`config.mk`:
```
export PLATFORM = sky130hd
export DESIGN_NAME = rvCore
export DESIGN_NICKNAME = d
export VERILOG_FILES = /design/src/source/rvCorePkg.sv /design/src/source/instructionFetch.sv /design/src/source/executeStage.sv /design/src/source/registerFile.sv /design/src/source/managementPort.sv /design/src/source/rvCore.sv
export SDC_FILE = /design/constraint.sdc
export NUM_CORES = 2
export LEC_CHECK = 0
export BUFFER_PORTS_ARGS = -buffer_cell sky130_fd_sc_hd__buf_4
export CORE_UTILIZATION = 45
export CTS_BUF_LIST = sky130_fd_sc_hd__clkbuf_4
export DETAILED_ROUTE_END_ITERATION = 12
export HOLD_SLACK_MARGIN = 0.08
export PLACE_DENSITY = 0.7
export SLEW_MARGIN = 25
export SYNTH_ARGS = -nofsm -noshare
export SYNTH_HDL_FRONTEND = slang
export SYNTH_HIERARCHICAL = 1
export SYNTH_SLANG_ARGS = --single-unit
```
`constraint.sdc`:
```
create_clock -name clk -period 7.4 [get_ports clk]
set_clock_uncertainty 0.05 [all_clocks]
set_input_delay 1.11 -clock clk [delete_from_list [all_inputs] [get_ports clk]]
set_output_delay 1.11 -clock clk [all_outputs]
set_load 0.05 [all_outputs]
```
`src/source/rvCorePkg.sv`:
```
package rvCorePkg;

	parameter int xlen = 32;
	parameter int regAddrWidth = 5;

	typedef logic [xlen-1:0] word_t;
	typedef logic [regAddrWidth-1:0] regAddr_t;

	typedef enum logic [6:0] {
		opOp = 7'b0110011,
		opImm = 7'b0010011,
		opLui = 7'b0110111,
		opAuipc = 7'b0010111,
		opJal = 7'b1101111
	} opcode_t;

	typedef struct packed {
		logic [6:0] funct7;
		regAddr_t rs2;
		regAddr_t rs1;
		logic [2:0] funct3;
		regAddr_t rd;
		logic [6:0] opcode;
	} rType_t;

	typedef struct packed {
		logic [11:0] imm;
		regAddr_t rs1;
		logic [2:0] funct3;
		regAddr_t rd;
		logic [6:0] opcode;
	} iType_t;

	// Same instruction word in two field layouts
	typedef union packed {
		rType_t r;
		iType_t i;
	} instruction_t;

	typedef struct packed {
		logic valid;
		word_t pc;
		instruction_t instruction;
	} fetchItem_t;

	typedef struct packed {
		logic valid;
		regAddr_t rd;
		word_t result;
	} writebackItem_t;

	typedef enum logic [1:0] {
		regionSystem = 2'b00,
		regionRegisters = 2'b01
	} mgmtRegion_t;

	typedef struct packed {
		logic writeEnable;
		logic [3:0] byteSelect;
		logic [15:0] address;
		word_t writeData;
	} mgmtRequest_t;

endpackage

```
`src/source/instructionFetch.sv`:
```
`timescale 1ns/100ps

module instructionFetch #(
	parameter rvCorePkg::word_t resetPc = 32'h0000_0000
) (
	input logic clk,
	input logic rst,
	input logic advance,
	input logic fetchAllowed,
	input logic redirect,
	input rvCorePkg::word_t redirectTarget,
	input logic pcWrite,
	input rvCorePkg::word_t pcWriteData,
	input rvCorePkg::word_t instrData,
	output rvCorePkg::word_t instrAddress,
	output logic instrEnable,
	output rvCorePkg::word_t pc,
	output rvCorePkg::fetchItem_t fetched
);
	import rvCorePkg::*;

	assign instrEnable = fetchAllowed;
	assign instrAddress = fetchAllowed ? pc : '0;

	always_ff @(posedge clk) begin
		if (rst) begin
			pc <= resetPc;
		end else if (pcWrite) begin
			// Host sets the counter while halted
			pc <= pcWriteData;
		end else if (advance) begin
			if (redirect) begin
				pc <= redirectTarget;
			end else if (fetchAllowed) begin
				pc <= pc + 32'd4;
			end
		end
	end

	always_ff @(posedge clk) begin
		if (rst) begin
			fetched.valid <= 1'b0;
		end else if (advance) begin
			// Word behind a taken JAL is wrong-path
			fetched.valid <= fetchAllowed && !redirect;
			fetched.pc <= pc;
			fetched.instruction <= instruction_t'(instrData);
		end
	end

endmodule

```
`src/source/executeStage.sv`:
```
`timescale 1ns/100ps

module executeStage (
	input logic clk,
	input logic rst,
	input logic advance,
	input rvCorePkg::fetchItem_t fetched,
	input rvCorePkg::word_t rs1Data,
	input rvCorePkg::word_t rs2Data,
	output rvCorePkg::regAddr_t rs1Address,
	output rvCorePkg::regAddr_t rs2Address,
	output logic redirect,
	output rvCorePkg::word_t redirectTarget,
	output rvCorePkg::writebackItem_t writeback
);
	import rvCorePkg::*;

	instruction_t instr;
	word_t raw;
	opcode_t opcode;
	word_t immI;
	word_t immU;
	word_t immJ;
	word_t operandB;
	logic [4:0] shamt;
	logic altFunct;
	word_t aluResult;
	word_t result;
	logic supported;

	assign instr = fetched.instruction;
	assign raw = fetched.instruction;
	assign opcode = opcode_t'(instr.r.opcode);
	assign rs1Address = instr.r.rs1;
	assign rs2Address = instr.r.rs2;

	assign immI = {{20{instr.i.imm[11]}}, instr.i.imm};
	assign immU = {raw[31:12], 12'b0};
	assign immJ = {{12{raw[31]}}, raw[19:12], raw[20], raw[30:21], 1'b0};

	assign operandB = (opcode == opOp) ? rs2Data : immI;
	assign shamt = operandB[4:0];
	// Bit 30 picks SUB and SRA
	assign altFunct = instr.r.funct7[5];

	always_comb begin
		case (instr.r.funct3)
			3'b000: aluResult = (opcode == opOp && altFunct) ? rs1Data - operandB
				: rs1Data + operandB;
			3'b001: aluResult = rs1Data << shamt;
			3'b010: aluResult = word_t'($signed(rs1Data) < $signed(operandB));
			3'b011: aluResult = word_t'(rs1Data < operandB);
			3'b100: aluResult = rs1Data ^ operandB;
			3'b101: aluResult = altFunct ? word_t'($signed(rs1Data) >>> shamt)
				: rs1Data >> shamt;
			3'b110: aluResult = rs1Data | operandB;
			default: aluResult = rs1Data & operandB;
		endcase
	end

	always_comb begin
		supported = 1'b1;
		case (opcode)
			opOp, opImm: result = aluResult;
			opLui: result = immU;
			opAuipc: result = fetched.pc + immU;
			opJal: result = fetched.pc + 32'd4;
			default: begin
				// Unknown opcodes retire as no-ops
				result = '0;
				supported = 1'b0;
			end
		endcase
	end

	assign redirect = fetched.valid && (opcode == opJal);
	assign redirectTarget = fetched.pc + immJ;

	always_ff @(posedge clk) begin
		if (rst) begin
			writeback.valid <= 1'b0;
		end else if (advance) begin
			writeback.valid <= fetched.valid && supported && (instr.r.rd != '0);
			writeback.rd <= instr.r.rd;
			writeback.result <= result;
		end
	end

endmodule

```
`src/source/registerFile.sv`:
```
`timescale 1ns/100ps

module registerFile (
	input logic clk,
	input logic rst,
	input logic advance,
	input rvCorePkg::writebackItem_t writeback,
	input rvCorePkg::regAddr_t rs1Address,
	input rvCorePkg::regAddr_t rs2Address,
	input rvCorePkg::regAddr_t mgmtIndex,
	input logic regWrite,
	input rvCorePkg::word_t mgmtWriteData,
	output rvCorePkg::word_t rs1Data,
	output rvCorePkg::word_t rs2Data,
	output rvCorePkg::word_t mgmtRegData
);
	import rvCorePkg::*;

	word_t registers [32];

	function automatic word_t readOperand(regAddr_t index);
		if (index == '0) begin
			return '0;
		end
		// Pending writeback bypasses the array
		if (writeback.valid && writeback.rd == index) begin
			return writeback.result;
		end
		return registers[index];
	endfunction

	always_comb begin
		rs1Data = readOperand(rs1Address);
		rs2Data = readOperand(rs2Address);
	end

	assign mgmtRegData = (mgmtIndex == '0) ? '0 : registers[mgmtIndex];

	always_ff @(posedge clk) begin
		if (!rst) begin
			if (advance && writeback.valid) begin
				registers[writeback.rd] <= writeback.result;
			end else if (regWrite && mgmtIndex != '0) begin
				registers[mgmtIndex] <= mgmtWriteData;
			end
		end
	end

endmodule

```
`src/source/managementPort.sv`:
```
`timescale 1ns/100ps

module managementPort (
	input logic clk,
	input logic rst,
	input logic run,
	input rvCorePkg::mgmtRequest_t mgmt,
	input logic instrEnable,
	input logic instrBusy,
	input logic pipeActive,
	input rvCorePkg::word_t pc,
	input rvCorePkg::word_t regData,
	output logic running,
	output logic advance,
	output logic fetchAllowed,
	output logic pcWrite,
	output logic regWrite,
	output rvCorePkg::regAddr_t regIndex,
	output rvCorePkg::word_t readData
);
	import rvCorePkg::*;

	typedef enum logic {stateHalt, stateExecute} state_t;

	state_t state;
	mgmtRegion_t region;
	logic selectPc;
	logic selectRegister;
	logic writeValid;
	logic readValid;
	logic pcRead;
	logic regRead;
	word_t selected;

	assign running = (state == stateExecute);
	assign fetchAllowed = running && run;
	// Outstanding fetch freezes every stage
	assign advance = running && !(instrEnable && instrBusy);

	always_ff @(posedge clk) begin
		if (rst) begin
			state <= stateHalt;
		end else begin
			case (state)
				stateHalt: if (run) state <= stateExecute;
				stateExecute: if (!run && !pipeActive) state <= stateHalt;
			endcase
		end
	end

	assign region = mgmtRegion_t'(mgmt.address[15:14]);
	assign selectPc = (region == regionSystem) && (mgmt.address[13:0] == '0);
	assign selectRegister = (region == regionRegisters) && (mgmt.address[13:7] == '0);
	assign regIndex = mgmt.address[6:2];

	// Host access only while halted
	assign writeValid = !running && mgmt.writeEnable;
	assign readValid = !running && !mgmt.writeEnable;
	assign pcWrite = writeValid && selectPc;
	assign regWrite = writeValid && selectRegister;
	assign pcRead = readValid && selectPc;
	assign regRead = readValid && selectRegister;

	always_comb begin
		if (pcRead) begin
			selected = pc;
		end else if (regRead) begin
			selected = regData;
		end else begin
			selected = '0;
		end
	end

	always_comb begin
		for (int i = 0; i < 4; i++) begin
			readData[8*i +: 8] = mgmt.byteSelect[i] ? selected[8*i +: 8] : 8'h00;
		end
	end

endmodule

```
`src/source/rvCore.sv`:
```
`timescale 1ns/100ps

module rvCore #(
	parameter rvCorePkg::word_t resetPc = 32'h0000_0000
) (
	input logic clk,
	input logic rst,
	input rvCorePkg::word_t instrData,
	input logic instrBusy,
	input logic run,
	input rvCorePkg::mgmtRequest_t mgmt,
	output rvCorePkg::word_t instrAddress,
	output logic instrEnable,
	output rvCorePkg::word_t mgmtReadData,
	output logic running
);
	import rvCorePkg::*;

	logic advance;
	logic fetchAllowed;
	logic redirect;
	word_t redirectTarget;
	logic pcWrite;
	logic regWrite;
	regAddr_t regIndex;
	word_t pc;
	fetchItem_t fetched;
	writebackItem_t writeback;
	regAddr_t rs1Address;
	regAddr_t rs2Address;
	word_t rs1Data;
	word_t rs2Data;
	word_t regData;
	logic pipeActive;

	// Halt waits until both stage registers are empty
	assign pipeActive = fetched.valid || writeback.valid;

	instructionFetch #(
		.resetPc(resetPc)
	) fetchStage (
		.clk(clk),
		.rst(rst),
		.advance(advance),
		.fetchAllowed(fetchAllowed),
		.redirect(redirect),
		.redirectTarget(redirectTarget),
		.pcWrite(pcWrite),
		.pcWriteData(mgmt.writeData),
		.instrData(instrData),
		.instrAddress(instrAddress),
		.instrEnable(instrEnable),
		.pc(pc),
		.fetched(fetched)
	);

	executeStage execStage (
		.clk(clk),
		.rst(rst),
		.advance(advance),
		.fetched(fetched),
		.rs1Data(rs1Data),
		.rs2Data(rs2Data),
		.rs1Address(rs1Address),
		.rs2Address(rs2Address),
		.redirect(redirect),
		.redirectTarget(redirectTarget),
		.writeback(writeback)
	);

	registerFile regFile (
		.clk(clk),
		.rst(rst),
		.advance(advance),
		.writeback(writeback),
		.rs1Address(rs1Address),
		.rs2Address(rs2Address),
		.mgmtIndex(regIndex),
		.regWrite(regWrite),
		.mgmtWriteData(mgmt.writeData),
		.rs1Data(rs1Data),
		.rs2Data(rs2Data),
		.mgmtRegData(regData)
	);

	managementPort mgmtPort (
		.clk(clk),
		.rst(rst),
		.run(run),
		.mgmt(mgmt),
		.instrEnable(instrEnable),
		.instrBusy(instrBusy),
		.pipeActive(pipeActive),
		.pc(pc),
		.regData(regData),
		.running(running),
		.advance(advance),
		.fetchAllowed(fetchAllowed),
		.pcWrite(pcWrite),
		.regWrite(regWrite),
		.regIndex(regIndex),
		.readData(mgmtReadData)
	);

endmodule

```
Word-level counts from Yosys, hierarchy flattened

Memories as Yosys holds them, arrays and structs flattened. A register that Yosys moved wholly into a read port is not among the register bits.
Index checks and enable logic that the tools add are counted.

Add/subtract/negate cells: 6
Multipliers: 0
Div/mod/pow operators: 0
$lt $le $gt $ge: 2
Eq/ne operators: 14
Shift operators: 3
Mux-type cells: 47
Bitwise logic cells: 5
Reduce and logical (&&, ||, !) cells: 44

Operator list:

| operator                | number |
|---|---|
| $mux W32                | 20 |
| $pmux W32 S7            | 1 |
| $pmux W32 S4            | 1 |
| $add A32 B32 Y32        | 3 |
| $add A32 B3 Y32 const B | 2 |
| $lt A32 B32 Y1          | 2 |
| $and A32 B32 Y32        | 1 |
| $mux W8                 | 4 |
| $or A32 B32 Y32         | 1 |
| $reduce_or A32 Y1       | 1 |
| $shl A32 B5 Y32         | 1 |
| $shr A32 B5 Y32         | 1 |
| $sshr A32 B5 Y32        | 1 |
| $sub A32 B32 Y32        | 1 |
| $xor A32 B32 Y32        | 1 |
| $logic_and A1 B1 Y1     | 21 |
| $mux W1                 | 17 |
| $logic_not A5 Y1        | 3 |
| $mux W5                 | 3 |
| $eq A7 B5 Y1 const B    | 2 |
| $eq A7 B6 Y1 const B    | 2 |
| $logic_not A14 Y1       | 1 |
| $eq A5 B5 Y1            | 2 |
| $reduce_bool A5 Y1      | 2 |
| 17 further kinds        | 27 |

Flip-flop bits (word level): 136
Latch bits: 0
Memory bits (writable): 1024
Memory bits (read-only): 0
Memories: 1

Memories:

| memory            | words | width | read ports | clocked after Yosys merged registers in | wr ports | RTL line           | text |
|---|---|---|---|---|---|---|---|
| regFile.registers | 32    | 32    | 3          | 2                                       | 1        | registerFile.sv:19 | `word_t registers [32];` |

Longest topological paths before layout

Word-level depth: 11
Gate-level depth with buffers: 28

Cells and area by module

Netlist, hierarchy kept.

By module, submodules not included:

| module           | instances | cells an instance | area each (µm²) | sequential area each (µm²) |
|---|---|---|---|---|
| registerFile     | 1         | 3205              | 56570.5         | 30749.5 |
| executeStage     | 1         | 2101              | 14503.9         | 1131.1 |
| instructionFetch | 1         | 427               | 4616.9          | 2582.5 |
| managementPort   | 1         | 98                | 683.2           | 20.0 |
| rvCore           | 1         | 1                 | 6.3             | 0.0 |

Worst setup path after synthesis

Ideal clock, no wire load.

Path kind: reg2reg
Start: register fetchStage/fetched[20] (netlist name)
End: register execStage/writeback[25] (netlist name)
Library setup time: 0.259 ns
Arrival time: 5.671 ns
Required time: 7.091 ns
Slack: 1.421 ns
Stages on the path, launching flop included: 27
Path through: edfxtp_1 buf_4 buf_4 buf_2 buf_4 mux4_2 a22oi_1 nand3_1 a32o_1 and3_1 buf_2 nor2_8 inv_6 buf_2 buf_1 ha_1 clkbuf_1 nor3b_1 o211ai_1 o211ai_1 a21o_1 a211oi_2 o21ai_1 and3_1 o311ai_2 mux2_1 a211o_1

Longest elaborated chain between the ends: 11

RTL lines:

| element                                  | RTL line                               | text |
|---|---|---|
| $eq A5 B5 Y1                             | registerFile.sv:26                     | `if (writeback.valid && writeback.rd == index) begin` |
| $logic_and A1 B1 Y1                      | registerFile.sv:26                     |  |
| $mux W1 (2 in a row)                     | registerFile.sv:26                     |  |
| $mux W32                                 | registerFile.sv:29                     | `return registers[index];` |
| $mux W32 *                               | registerFile.sv:26                     |  |
| net rs2Data[2]                           | rvCore.sv:32                           | `word_t rs2Data;` |
| $mux W32 *                               | executeStage.sv:41                     | `assign operandB = (opcode == opOp) ? rs2Data : immI;` |
| $add A32 B32 Y32 (tied with other cells) | executeStage.sv:49                     | `: rs1Data + operandB;` |
| $mux W32, on equally long branches       | executeStage.sv:48, executeStage.sv:54 |  |
| $pmux W32 S7 *                           | executeStage.sv:47                     | `case (instr.r.funct3)` |
| $pmux W32 S4 *                           | executeStage.sv:63                     | `case (opcode)` |
| net execStage.result[25]                 | executeStage.sv:28                     | `word_t result;` |

Mark *: on every way through the listed nets, which the timed path passes. The rest lies on a longest branch. The select of a mux whose other input is x is not followed.
A chain may end at the register's enable or synchronous reset.

Worst setup path after layout

Start: register fetchStage/fetched[16] (netlist name)
End: register execStage/writeback[1] (netlist name)

Longest elaborated chain between the ends: 10

RTL lines:

| element                                             | RTL line                               | text |
|---|---|---|
| $eq A5 B5 Y1                                        | registerFile.sv:26                     |  |
| $logic_and A1 B1 Y1                                 | registerFile.sv:26                     |  |
| $mux W1 (2 in a row)                                | registerFile.sv:26                     |  |
| $mux W32                                            | registerFile.sv:29                     |  |
| $mux W32 *                                          | registerFile.sv:26                     |  |
| net rs1Data[31]                                     | rvCore.sv:31                           | `word_t rs1Data;` |
| $shr A32 B5 Y32 or $sshr A32 B5 Y32 (tied branches) | executeStage.sv:55, executeStage.sv:54 |  |
| $mux W32                                            | executeStage.sv:54                     | `3'b101: aluResult = altFunct ? word_t'($signed(rs1Data) >>> shamt)` |
| $pmux W32 S7 *                                      | executeStage.sv:47                     |  |
| $pmux W32 S4 *                                      | executeStage.sv:63                     |  |
| net execStage.result[1]                             | executeStage.sv:28                     |  |

Marks and branches as above.

==> reports/summary.md <==
## Critical path
- **largest driver fanout on the critical path** 18
- **CP Data Arrival Time** 8.24 ns
- **Crit Reg-Reg Startpoint** fetchStage/fetched[16]
- **capture point of the worst reg-to-reg path** execStage/writeback[1]
- **kind of critical path** reg -> reg
- **worst reg2reg setup slack** 0.009 ns
- **critical path endpoint category** register
- **r2r worst-path depth** 16
- **Worst EP required** 8.25 ns
- **kind of start point of the critical path** register

## Clock network
- **Gates resized, CTS repair** 0
- **clock sink total** 1,160
- **clock transition at the registers of the reported paths** 0.07 ns
- **post-CTS setup buffers** 0
- **Longest Clk Path Bufs** 4
- **clock root buffer** clkbuf_4
- **clock tree from TritonCTS** done
- **CTS Buf Count** 329
- **Clock H-tree levels** 5
- **clock insertion delay at the later pin of the skew report** 1.40 ns

## Power and ir drop
- **Switching Power** 4.21 mW
- **leakage power figure** 30.0 nW
- **Logic pwr share** 13.3%
- **clock share of power** 38.9%
- **total internal power** 10.9 mW
- **Power Density** 176 nW/um2
- **proportion of power drawn by flip-flops and latches** 47.8%
- **switching fraction of total power** 27.9%
- **maximum vdd drop** 0.169 mV

## STA
- **Min Clock Period, post-route** 7.39 ns
- **final setup vio count** 0
- **post-layout worst setup margin** 0.00894 ns
- **unrepaired setup endpoints after global routing** false
- **final number of hold-violating endpoints** 0
- **total negative setup slack** 0 ns
- **Max Fclk** 135 MHz
- **hold slack final** 0.195 ns
- **transition time at the pin with the least slew margin** 1.25 ns
- **normalized max-slew margin** 16.0%
- **final-report max-slew violation count** 0
- **final worst path period share** 99.9%

## Floorplan
- **count of pins on the block boundary** 155
- **Die Width** 414 um
- **number of placement rows** 150
- **die area** 171,000 um2
- **initial cell density of the core** 45.5%
- **area inside the core boundary** 168,000 um2
- **Die Span Y** 414 um

## Synthesis
- **Synth Net Count** 6,058
- **most used flip-flop cell after synthesis** edfxtp_1
- **leading cell types by count after synthesis** edfxtp_1, mux4_2, mux2i_1, nand2_1, nor2_1
- **Area contributors post-synth** edfxtp_1, mux4_2, mux2i_1
- **post-synthesis area per instance** 13.1 um2
- **total number of yosys warnings** 6
- **number of flip-flops and latches in the synthesized netlist** 1,160
- **sequential-to-total area share from yosys stat** 45.1%
- **Post-synth EDFFs** 1,125
- **leading cell type by number of instances after synthesis** edfxtp_1
- **post-synth design cell area** 76,400 um2
- **number of different library cells in the post-synthesis netlist** 127
- **number of cells produced by synthesis** 5,832
- **Yosys top cell by area** edfxtp_1
- **share of the synthesized area in the top cell type** 44.2%
- **Async SR Flop Fraction** 0%

## Cells and area
- **fraction of layout cells with a size suffix above 1** 29.1%
- **final layout net count** 6,396
- **Final Util** 51.0%
- **area grow syn2layout** 12.1%
- **area of the multi-input gates** 39,100 um2
- **Fillers** 14,300
- **final instance count without filler cells** 8,621
- **area taken by flip-flops and latches** 34,500 um2

## Place
- **routability congestion estimate** 1.07
- **total placed cells including tap cells** 8,000
- **worst slack, placed** 0.609 ns
- **count of buffers inserted at the top-level ports** 154
- **half-perimeter wire length after detailed placement** 235,000 um

## Route
- **remaining routing DRC violations** 0
- **via count** 64,700
- **Total Wirelength** 344,000 um
- **count of nets left with antenna violations after detail routing** 0
- **number of DRC markers after the initial detailed-route iteration** 12,300
- **first-pass iteration count of the detailed router** 7
- **routed length per placed instance** 39.8 um
- **post-detailed-route via-to-cell ratio** 7.51

## Global route
- **pin count of the biggest net entering global routing** 85
- **total track usage** 39.4%
- **overflow left after global routing** 0
- **initial antenna violation count** 31
- **vias in the first global route** 60,500
- **first-pass GRT wire length** 470,000 um

## Worst hold path
- **number of cells traversed by the worst hold path** 3
- **Hold Crit Start** mgmt[0]
- **min-delay worst type** in -> reg
- **endpoint of the worst hold-timing path** fetchStage/pc[0]

## Job
- **max-cap check violation count** 0

## Status
- **status** completed

==> stage by stage <==
step / total power, mW / instance area, um2
floorplan: 8.47 / 76400
global placement: 9.21 / 81000
detailed placement: 9.20 / 81200
CTS: 15.0 / 85400
global route: 15.4 / 85600
finish: 15.1 / 85700
==> cells by family (layout without fill, tap and decap cells) <==
logic type               after synthesis  in the layout  share of synthesized area (%)
AO/OA/AOI/OAI                       1402           1402                           12.9
XOR/XNOR                             102            102                           1.17
adder cells (fa/ha/maj)              137            137                           2.27
buffers and inverters                683           1239                           4.19
flip-flops                          1160           1160                           45.1
multiplexers                        1183           1183                           26.9
other                                  0             29                              0
AND/OR/NAND/NOR                     1165           1165                           7.40
==> power by group through the flow <==
stage / sequential [mW] / clock, mW / combinational [mW]
2_1_floorplan: 7.31 / 0 / 1.16
3_3_place_gp: 7.34 / 0 / 1.86
3_5_place_dp: 7.34 / 0 / 1.86
4_1_cts: 7.20 / 5.89 / 1.89
5_1_grt: 7.20 / 6.20 / 2.02
6_report: 7.21 / 5.86 / 2.00
==> cell type report <==
class,instances,area share (%)
inverter,172,0.760
tap,2204,3.22
clock buffer,458,4.01
sequential,1160,40.3
clock inverter,91,0.548
timing repair buffer,518,5.42
multi-input combinational,3989,45.7
antenna,29,0.0847
==> per-layer routing <==
layer  global-route usage (%)  share of wire, %
met3                     17.0                17
met4                     28.6               8.9
met2                     55.6                41
met5                    0.862              0.11
met1                     47.9                33
==> critical path, cell delays in order (launching register included) <==
cell      delay, ns
edfxtp_1       1.04
buf_12         0.28
and2_1         0.88
buf_4          0.36
a22oi_1        0.11
nand2_1        0.16
o221ai_1       0.15
o221a_2        0.51
inv_1          0.57
o211ai_1       0.42
o21ai_0        0.34
a21oi_1        0.18
mux2i_1        0.57
mux2_2         0.31
nor2_1         0.05
o311ai_0       0.68
a32oi_1        0.29
==> how the worst max path moves through the flow <==
stage,slack [ns],cells past startpoint,start,end
final,0.009,16,fetchStage/fetched[16],execStage/writeback[1]
after global routing,0.21,18,fetchStage/fetched[16],execStage/writeback[22]
after CTS,0.62,16,fetchStage/fetched[16],execStage/writeback[0]
after detailed placement,0.61,16,fetchStage/fetched[16],execStage/writeback[0]
after global placement,0.48,18,fetchStage/fetched[19],execStage/writeback[0]
after floorplan,1.42,26,fetchStage/fetched[20],execStage/writeback[25]
==> cell usage in the layout, fill, tap and decap left out, types with 153 or more instances in the layout <==
cell         n
edfxtp_1  1125
mux4_2     687
clkbuf_4   458
buf_4      431
mux2i_1    426
nand2_1    377
nor2_1     272
a21oi_1    258
o21ai_0    188
inv_1      166
a22oi_1    153
==> what timing repair did <==
item                                    CTS  global route
endpoints found under the setup margin    0             0
hold buffers                             36             0
endpoints found under the hold margin    36             0
==> flip-flops by register name, summed over array words and instances (netlist names) <==
name                 cells
fetchStage/pc           32
regFile/registers     1024
execStage/writeback     38
fetchStage/fetched      65
mgmtPort/running         1
No activity file was read; power rests on OpenSTA's default activity.
